<file path="src/hdl/ttlCore_defs.svh">
`ifndef TTLCORE_DEFS_SVH
`define TTLCORE_DEFS_SVH

// Width of the data bus and both operand registers
`define DATA_WIDTH 8

`define SEQ_STEPS 2   // Start edge to A load edge

`endif

</file>
<file path="src/hdl/aluPkg.sv">
`include "ttlCore_defs.svh"

package aluPkg;

   typedef logic [`DATA_WIDTH-1:0] busWordT;   // One word on the data bus

   // Carry and shift flags together, for checking
   typedef struct packed {
      logic carry;
      logic shift;
   } flagPairT;

endpackage

</file>
<file path="src/hdl/ctrlPkg.sv">
package ctrlPkg;

   // Instruction set of the accumulator datapath
   typedef enum logic [2:0] {
      LDA = 3'd0,
      ADD = 3'd1,
      SUB = 3'd2,
      ADC = 3'd3,
      SBC = 3'd4,
      SHR = 3'd5,
      RCR = 3'd6
   } opcodeT;

   typedef enum logic [1:0] {
      IDLE  = 2'd0,   // Waiting for start
      LOADB = 2'd1,   // Operand into B
      EXEC  = 2'd2    // Result into A, flags clocked
   } seqStateT;

endpackage

</file>
<file path="src/hdl/aluNet.sv">
`timescale 1ns/1ps
`include "ttlCore_defs.svh"

module aluNet import aluPkg::*; (
   input  logic    clk,
   input  logic    rst,
   input  logic    doSubtract,
   input  logic    doCarryIn,
   input  logic    doShiftIn,
   input  logic    enAlu,
   input  logic    enShift,
   input  logic    triggerC,
   input  logic    triggerS,
   input  busWordT areg,
   input  busWordT breg,
   output busWordT aluBus,
   output logic    aIsZero,
   output logic    flagCarry,
   output logic    flagShift
);

   busWordT              other;
   logic                 cin;
   logic [`DATA_WIDTH:0] sum;
   busWordT              shifted;
   logic                 shiftIn;

   assign other = breg ^ {`DATA_WIDTH{doSubtract}};   // Invert B for subtract

   // Carry flag acts as not-borrow when chaining a subtract
   assign cin = doCarryIn ? flagCarry : doSubtract;

   assign sum = {1'b0, areg} + {1'b0, other} + {{`DATA_WIDTH{1'b0}}, cin};

   assign shiftIn = flagShift & doShiftIn;
   assign shifted = {shiftIn, areg[`DATA_WIDTH-1:1]};

   // Each source is zero unless enabled, so the bus is a plain OR
   assign aluBus = (enAlu ? sum[`DATA_WIDTH-1:0] : '0) |
                   (enShift ? shifted : '0);

   assign aIsZero = (areg == '0);

   always_ff @(posedge clk) begin
      if (rst) begin
         flagCarry <= 1'b0;
         flagShift <= 1'b0;
      end else begin
         if (triggerC) begin
            flagCarry <= sum[`DATA_WIDTH];   // Adder carry out
         end
         if (triggerS) begin
            flagShift <= areg[0];            // Bit shifted out
         end
      end
   end

   // Sequencer must never drive both ALU sources at once
   aluOneSource: assert property (
      @(posedge clk) disable iff (rst)
      !(enAlu && enShift)
   );

   // A flag is only clocked while its result is on the bus
   flagWithSource: assert property (
      @(posedge clk) disable iff (rst)
      (triggerC |-> enAlu) and (triggerS |-> enShift)
   );

endmodule

</file>
<file path="src/hdl/operandRegs.sv">
`timescale 1ns/1ps

module operandRegs import aluPkg::*; (
   input  logic    clk,
   input  logic    rst,
   input  logic    enOperand,
   input  logic    loadA,
   input  logic    loadB,
   input  busWordT operand,
   input  busWordT aluBus,
   output busWordT dbus,
   output busWordT areg,
   output busWordT breg
);

   // Bus merge of ALU result and instruction operand
   assign dbus = aluBus | (enOperand ? operand : '0);

   always_ff @(posedge clk) begin
      if (rst) begin
         areg <= '0;
         breg <= '0;
      end else begin
         if (loadA) begin
            areg <= dbus;   // Accumulator
         end
         if (loadB) begin
            breg <= dbus;
         end
      end
   end

   // Operand and ALU must not share the bus
   busNoClash: assert property (
      @(posedge clk) disable iff (rst)
      enOperand |-> (aluBus == '0)
   );

   oneLoad: assert property (
      @(posedge clk) disable iff (rst)
      !(loadA && loadB)
   );

   // B loads only in the step before A loads
   loadOrder: assert property (
      @(posedge clk) disable iff (rst)
      loadB |=> loadA
   );

endmodule

</file>
<file path="src/hdl/microSeq.sv">
`timescale 1ns/1ps
`include "ttlCore_defs.svh"

module microSeq import ctrlPkg::*; (
   input  logic   clk,
   input  logic   rst,
   input  logic   start,
   input  opcodeT op,
   output logic   doSubtract,
   output logic   doCarryIn,
   output logic   doShiftIn,
   output logic   enAlu,
   output logic   enShift,
   output logic   triggerC,
   output logic   triggerS,
   output logic   enOperand,
   output logic   loadA,
   output logic   loadB,
   output logic   busy,
   output logic   done
);

   seqStateT state;
   seqStateT stateNext;
   opcodeT   opReg;

   always_comb begin
      stateNext = state;
      case (state)
         IDLE: begin
            if (start) begin
               stateNext = LOADB;
            end
         end
         LOADB: begin
            stateNext = EXEC;
         end
         EXEC: begin
            stateNext = IDLE;
         end
         default: begin
            stateNext = IDLE;
         end
      endcase
   end

   always_ff @(posedge clk) begin
      if (rst) begin
         state <= IDLE;
         opReg <= LDA;
         done  <= 1'b0;
      end else begin
         state <= stateNext;
         done  <= (state == EXEC);   // One cycle after A loads
         if (state == IDLE && start) begin
            opReg <= op;             // Starts while busy are dropped
         end
      end
   end

   assign busy = (state != IDLE);

   // Control word for the current step
   always_comb begin
      doSubtract = 1'b0;
      doCarryIn  = 1'b0;
      doShiftIn  = 1'b0;
      enAlu      = 1'b0;
      enShift    = 1'b0;
      triggerC   = 1'b0;
      triggerS   = 1'b0;
      enOperand  = 1'b0;
      loadA      = 1'b0;
      loadB      = 1'b0;
      case (state)
         LOADB: begin
            enOperand = 1'b1;
            loadB     = 1'b1;
         end
         EXEC: begin
            loadA = 1'b1;
            case (opReg)
               LDA: begin
                  enOperand = 1'b1;
               end
               ADD: begin
                  enAlu    = 1'b1;
                  triggerC = 1'b1;
               end
               SUB: begin
                  enAlu      = 1'b1;
                  doSubtract = 1'b1;
                  triggerC   = 1'b1;
               end
               ADC: begin
                  enAlu     = 1'b1;
                  doCarryIn = 1'b1;
                  triggerC  = 1'b1;
               end
               SBC: begin
                  enAlu      = 1'b1;
                  doSubtract = 1'b1;
                  doCarryIn  = 1'b1;
                  triggerC   = 1'b1;
               end
               SHR: begin
                  enShift  = 1'b1;
                  triggerS = 1'b1;
               end
               RCR: begin
                  enShift   = 1'b1;
                  doShiftIn = 1'b1;
                  triggerS  = 1'b1;
               end
               default: begin
                  loadA = 1'b0;   // Unused code, A kept
               end
            endcase
         end
         default: begin
         end
      endcase
   end

   donePulse: assert property (
      @(posedge clk) disable iff (rst)
      done |=> !done
   );

   noLoadIdle: assert property (
      @(posedge clk) disable iff (rst)
      (state == IDLE) |-> !(loadA || loadB)
   );

   // Accepted start reaches the A load and then done on fixed edges
   startToDone: assert property (
      @(posedge clk) disable iff (rst)
      (start && !busy) |-> ##(`SEQ_STEPS) (loadA ##1 done)
   );

endmodule

</file>
<file path="src/hdl/ttlCore.sv">
`timescale 1ns/1ps

module ttlCore
   import aluPkg::*;
   import ctrlPkg::*;
(
   input  logic    clk,
   input  logic    rst,
   input  logic    start,
   input  opcodeT  op,
   input  busWordT operand,
   output busWordT accA,
   output logic    flagCarry,
   output logic    flagShift,
   output logic    aIsZero,
   output logic    busy,
   output logic    done
);

   // ALU controls
   logic doSubtract;
   logic doCarryIn;
   logic doShiftIn;
   logic enAlu;
   logic enShift;
   logic triggerC;
   logic triggerS;

   // Register controls
   logic enOperand;
   logic loadA;
   logic loadB;

   busWordT aluBus;
   busWordT breg;

   microSeq uSeq (
      .clk        (clk),
      .rst        (rst),
      .start      (start),
      .op         (op),
      .doSubtract (doSubtract),
      .doCarryIn  (doCarryIn),
      .doShiftIn  (doShiftIn),
      .enAlu      (enAlu),
      .enShift    (enShift),
      .triggerC   (triggerC),
      .triggerS   (triggerS),
      .enOperand  (enOperand),
      .loadA      (loadA),
      .loadB      (loadB),
      .busy       (busy),
      .done       (done)
   );

   operandRegs uRegs (
      .clk       (clk),
      .rst       (rst),
      .enOperand (enOperand),
      .loadA     (loadA),
      .loadB     (loadB),
      .operand   (operand),
      .aluBus    (aluBus),
      .dbus      (),          // Merged bus stays internal
      .areg      (accA),
      .breg      (breg)
   );

   aluNet uAlu (
      .clk        (clk),
      .rst        (rst),
      .doSubtract (doSubtract),
      .doCarryIn  (doCarryIn),
      .doShiftIn  (doShiftIn),
      .enAlu      (enAlu),
      .enShift    (enShift),
      .triggerC   (triggerC),
      .triggerS   (triggerS),
      .areg       (accA),
      .breg       (breg),
      .aluBus     (aluBus),
      .aIsZero    (aIsZero),
      .flagCarry  (flagCarry),
      .flagShift  (flagShift)
   );

endmodule

</file>
<file path="config.mk">
export PLATFORM = sky130hd
export DESIGN_NAME = ttlCore
export DESIGN_NICKNAME = d
export VERILOG_FILES = /design/src/hdl/aluPkg.sv /design/src/hdl/ctrlPkg.sv /design/src/hdl/aluNet.sv /design/src/hdl/operandRegs.sv /design/src/hdl/microSeq.sv /design/src/hdl/ttlCore.sv
export VERILOG_INCLUDE_DIRS = /design/src /design/src/hdl
export SDC_FILE = /design/constraint.sdc
export NUM_CORES = 1
export LEC_CHECK = 0
export BUFFER_PORTS_ARGS = -buffer_cell sky130_fd_sc_hd__buf_2
export CORE_UTILIZATION = 50
export CTS_BUF_LIST = sky130_fd_sc_hd__clkbuf_8
export DETAILED_ROUTE_END_ITERATION = 12
export PLACE_DENSITY = 0.72
export SYNTH_ARGS = -nofsm -noshare
export SYNTH_HDL_FRONTEND = slang
export SYNTH_SLANG_ARGS = --single-unit
</file>
<file path="constraint.sdc">
create_clock -name clk -period 3.3 [get_ports clk]
set_input_delay 0.165 -clock clk [delete_from_list [all_inputs] [get_ports clk]]
set_output_delay 0.165 -clock clk [all_outputs]
set_load 0.02 [all_outputs]
</file>
==> impl_metrics.ini <==
[timing]
worst_slack_ns = 0.237
post-route-period-util_pct = 92.8
finalMaxSlewViolations = 0
fmax_ghz = 0.326
timing.hold.ws_ns = 0.135
setup_viol = 0
fin_skew_ns = 0.00266
tns_ns = 0
finalCriticalPeriod_ns = 3.06
tightest_slew_ns = 0.838
rsz0062_at_grt = no
slew_headroom_pct = 43.9
hold_violations = 0

[min_path]
hold_start = op[2]
whs_path_depth = 3
min_to = uSeq.opReg[2]
hp-class = input pin to flip-flop

[placement]
place_congestion = 0.852
dp_slack_ns = 0.0378
io_buffers = 26
hpwl_um = 2920

[die]
rows = 20
die_w_um = 59.5
core_um2 = 3100
die_h_um = 59.5
start_util_pct = 53.3
ios = 27
die_area_um2 = 3540

[pwr]
leakagePower_nw = 0.780
total_power_mw = 0.900
max-vdd-ir-drop_mv = 0.341
p_per_area_nw_per_um2 = 484

[cts]
root_buffer = clkbuf_8
cts_tree = yes
worstSkewPairLatency_ns = 0.27
cts_sinks = 24
clk_path_buf_depth = 2
cts_buffers = 3
htreeDepth = 1
clk_pin_slew_ns = 0.09

[synth]
synth.area.top_cells = dfxtp_1 (29%), ha_1 (9.1%), a211oi_1 (6.4%), nor2_1 (5.9%), xnor2_1 (4.8%)
syn_inst = 181
synth_nets = 209
async_flop_share_pct = 0
syn_area_um2 = 1650
synth.avg_cell_area_um2 = 9.13
synth-edff-count = 0
synth_cell_types = 51
yosysSeqAreaShare_pct = 29.1
synth_top_area_share_pct = 29.1
ys_ff_latch = 24
synth_ff_type = dfxtp_1
ys.warnings.count = 0
synth.largest_area_cell = dfxtp_1

[worst_setup_path]
required_ns = 3.42
crit_path_frequent_cell = inv_1
worst-r2r-setup-slack_ns = 0.24
path_class = flip-flop to flip-flop
worst_path_max_delay_cell = fa_1
critPathArrivalTime_ns = 3.18
rr_startpoint = uSeq.state[0]
critPathMaxFanout = 4
end_kind = flip-flop
reg2reg_depth = 14
critPathLaunchType = flip-flop
cp_cell_sequence = inv_1, ha_1, inv_1, nor2_2, o21ai_4, xnor2_1, fa_1, inv_1, fa_1, nor2b_1, o31a_1, or3_1, a31oi_1, a211oi_1
r2r-end = uRegs.areg[6]
cpPeakStageDelay_ns = 0.44

[route]
drtPass1Iterations = 4
remaining_drc_errors = 0
drt-total-wl_um = 3870
ant_nets = 0
wire_per_inst_um = 15.5
num_vias = 1407
drtIter0Drc = 97
viasPerCell = 5.65

[finish]
diodes = 0
fin_nets = 234
layout-drive-gt1-share_pct = 22.4
fillers = 287
final_util_pct = 59.8
area_growth_pct = 12.3

[status]
status = completed

[grt]
grtUsageTotal_pct = 25.1
grt_overflow_total = 0
grt_pass1_vias = 1331
grt_pass1_wl_um = 6510
grt_max_degree = 25
antenna_found_initial = 0

[job]
max-cap-violations = 0
## cells in the mapped netlist (4+ instances only)
cell type and n:
a211oi_1 14, a21oi_1 7, clkbuf_1 4, dfxtp_1 24, ha_1 12, inv_1 7, mux2i_1 6, nand2_1 5
nand2b_1 5, nor2_1 26, o21ai_0 5, xnor2_1 9
## layer usage
metal	GRT usage (%)	up-vias	share of wire, %
li1	-	714	-
met1	33.5	650	48
met2	40.9	39	46
met3	4.80	4	5.2
met4	7.97	0	0.93
met5	0	-	0
## where the power goes
part | internal, mW | leakage, nW | switching, mW
sequential | 0.324 | 0.196 | 0.0395
clock | 0.107 | 0.0288 | 0.0974
combinational | 0.141 | 0.555 | 0.191
total | 0.572 | 0.780 | 0.328
## worst max path at each step
stage | start | endpoint | cells after the start
after CTS | uSeq.state[0] | uRegs.areg[6] | 14
after global placement | uSeq.state[0] | uRegs.areg[6] | 14
after global routing | uSeq.state[0] | uRegs.areg[6] | 14
after detailed placement | uSeq.state[0] | uRegs.areg[6] | 14
after floorplan | uSeq.state[0] | uRegs.breg[6] | 14
final | uSeq.state[0] | uRegs.areg[6] | 14
## per-stage QoR
step	cells	area (um^2)
6_report	249	1860
3_3_place_gp	244	1790
3_5_place_dp	244	1790
5_1_grt	249	1860
4_1_cts	248	1850
2_1_floorplan	181	1650
## layout by cell type (no fill, tap or decap), types with 3 or more instances in the layout
cell,netlist,final
or3_1,3,3
mux2i_1,6,6
inv_1,7,7
nor2_1,26,25
buf_2,1,26
a211oi_1,14,14
a21oi_1,7,7
nand2b_1,5,5
o21ai_0,5,5
nor2b_1,3,3
nand2_1,5,5
clkbuf_8,0,4
ha_1,12,12
xnor2_1,9,9
nand3_1,3,3
dfxtp_1,24,24
buf_4,1,3
## flip-flops by register name, summed over array words and instances (netlist names)
register / flops
uRegs.areg: 8
uAlu.flagCarry: 1
uRegs.breg: 8
uSeq.done: 1
uAlu.flagShift: 1
uSeq.state: 2
uSeq.opReg: 3
## cell type report
class	count	area [um^2]	area share [%]
flip-flops and latches	24	480	25.9
clock buffers	4	55.1	2.96
well taps	44	55.1	2.96
repair buffers	29	153	8.22
multi-input cells	141	1090	58.6
inverters	7	26.3	1.42
## worst max-delay path: cells and delay by family, from the launching register on
family,cells,cell delay (ns)
compound gates,4,0.65
xor+xnor,1,0.15
fa+ha+maj,3,0.84
buf+inv,3,0.31
flops,1,0.34
simple gates,3,0.61
## what timing repair did
item	in CTS	in global routing
endpoints found under the hold margin	0	0
setup endpoints to repair	0	6
resized for setup	0	1
setup buffers	0	1
hold buffers	0	0
## logic make-up (layout without fill, tap and decap cells)
kind of cell / Yosys count / in the layout / share of synthesized area (%)
XOR/XNOR: 10 / 10 / 5.30
AND/OR/NAND/NOR: 55 / 55 / 18.3
buffers and inverters: 16 / 40 / 5.30
flip-flops: 24 / 24 / 29.1
multiplexers: 6 / 6 / 3.63
adder cells (fa/ha/maj): 14 / 14 / 11.5
AO/OA/AOI/OAI: 56 / 56 / 26.9
No activity file was read; power rests on OpenSTA's default activity.
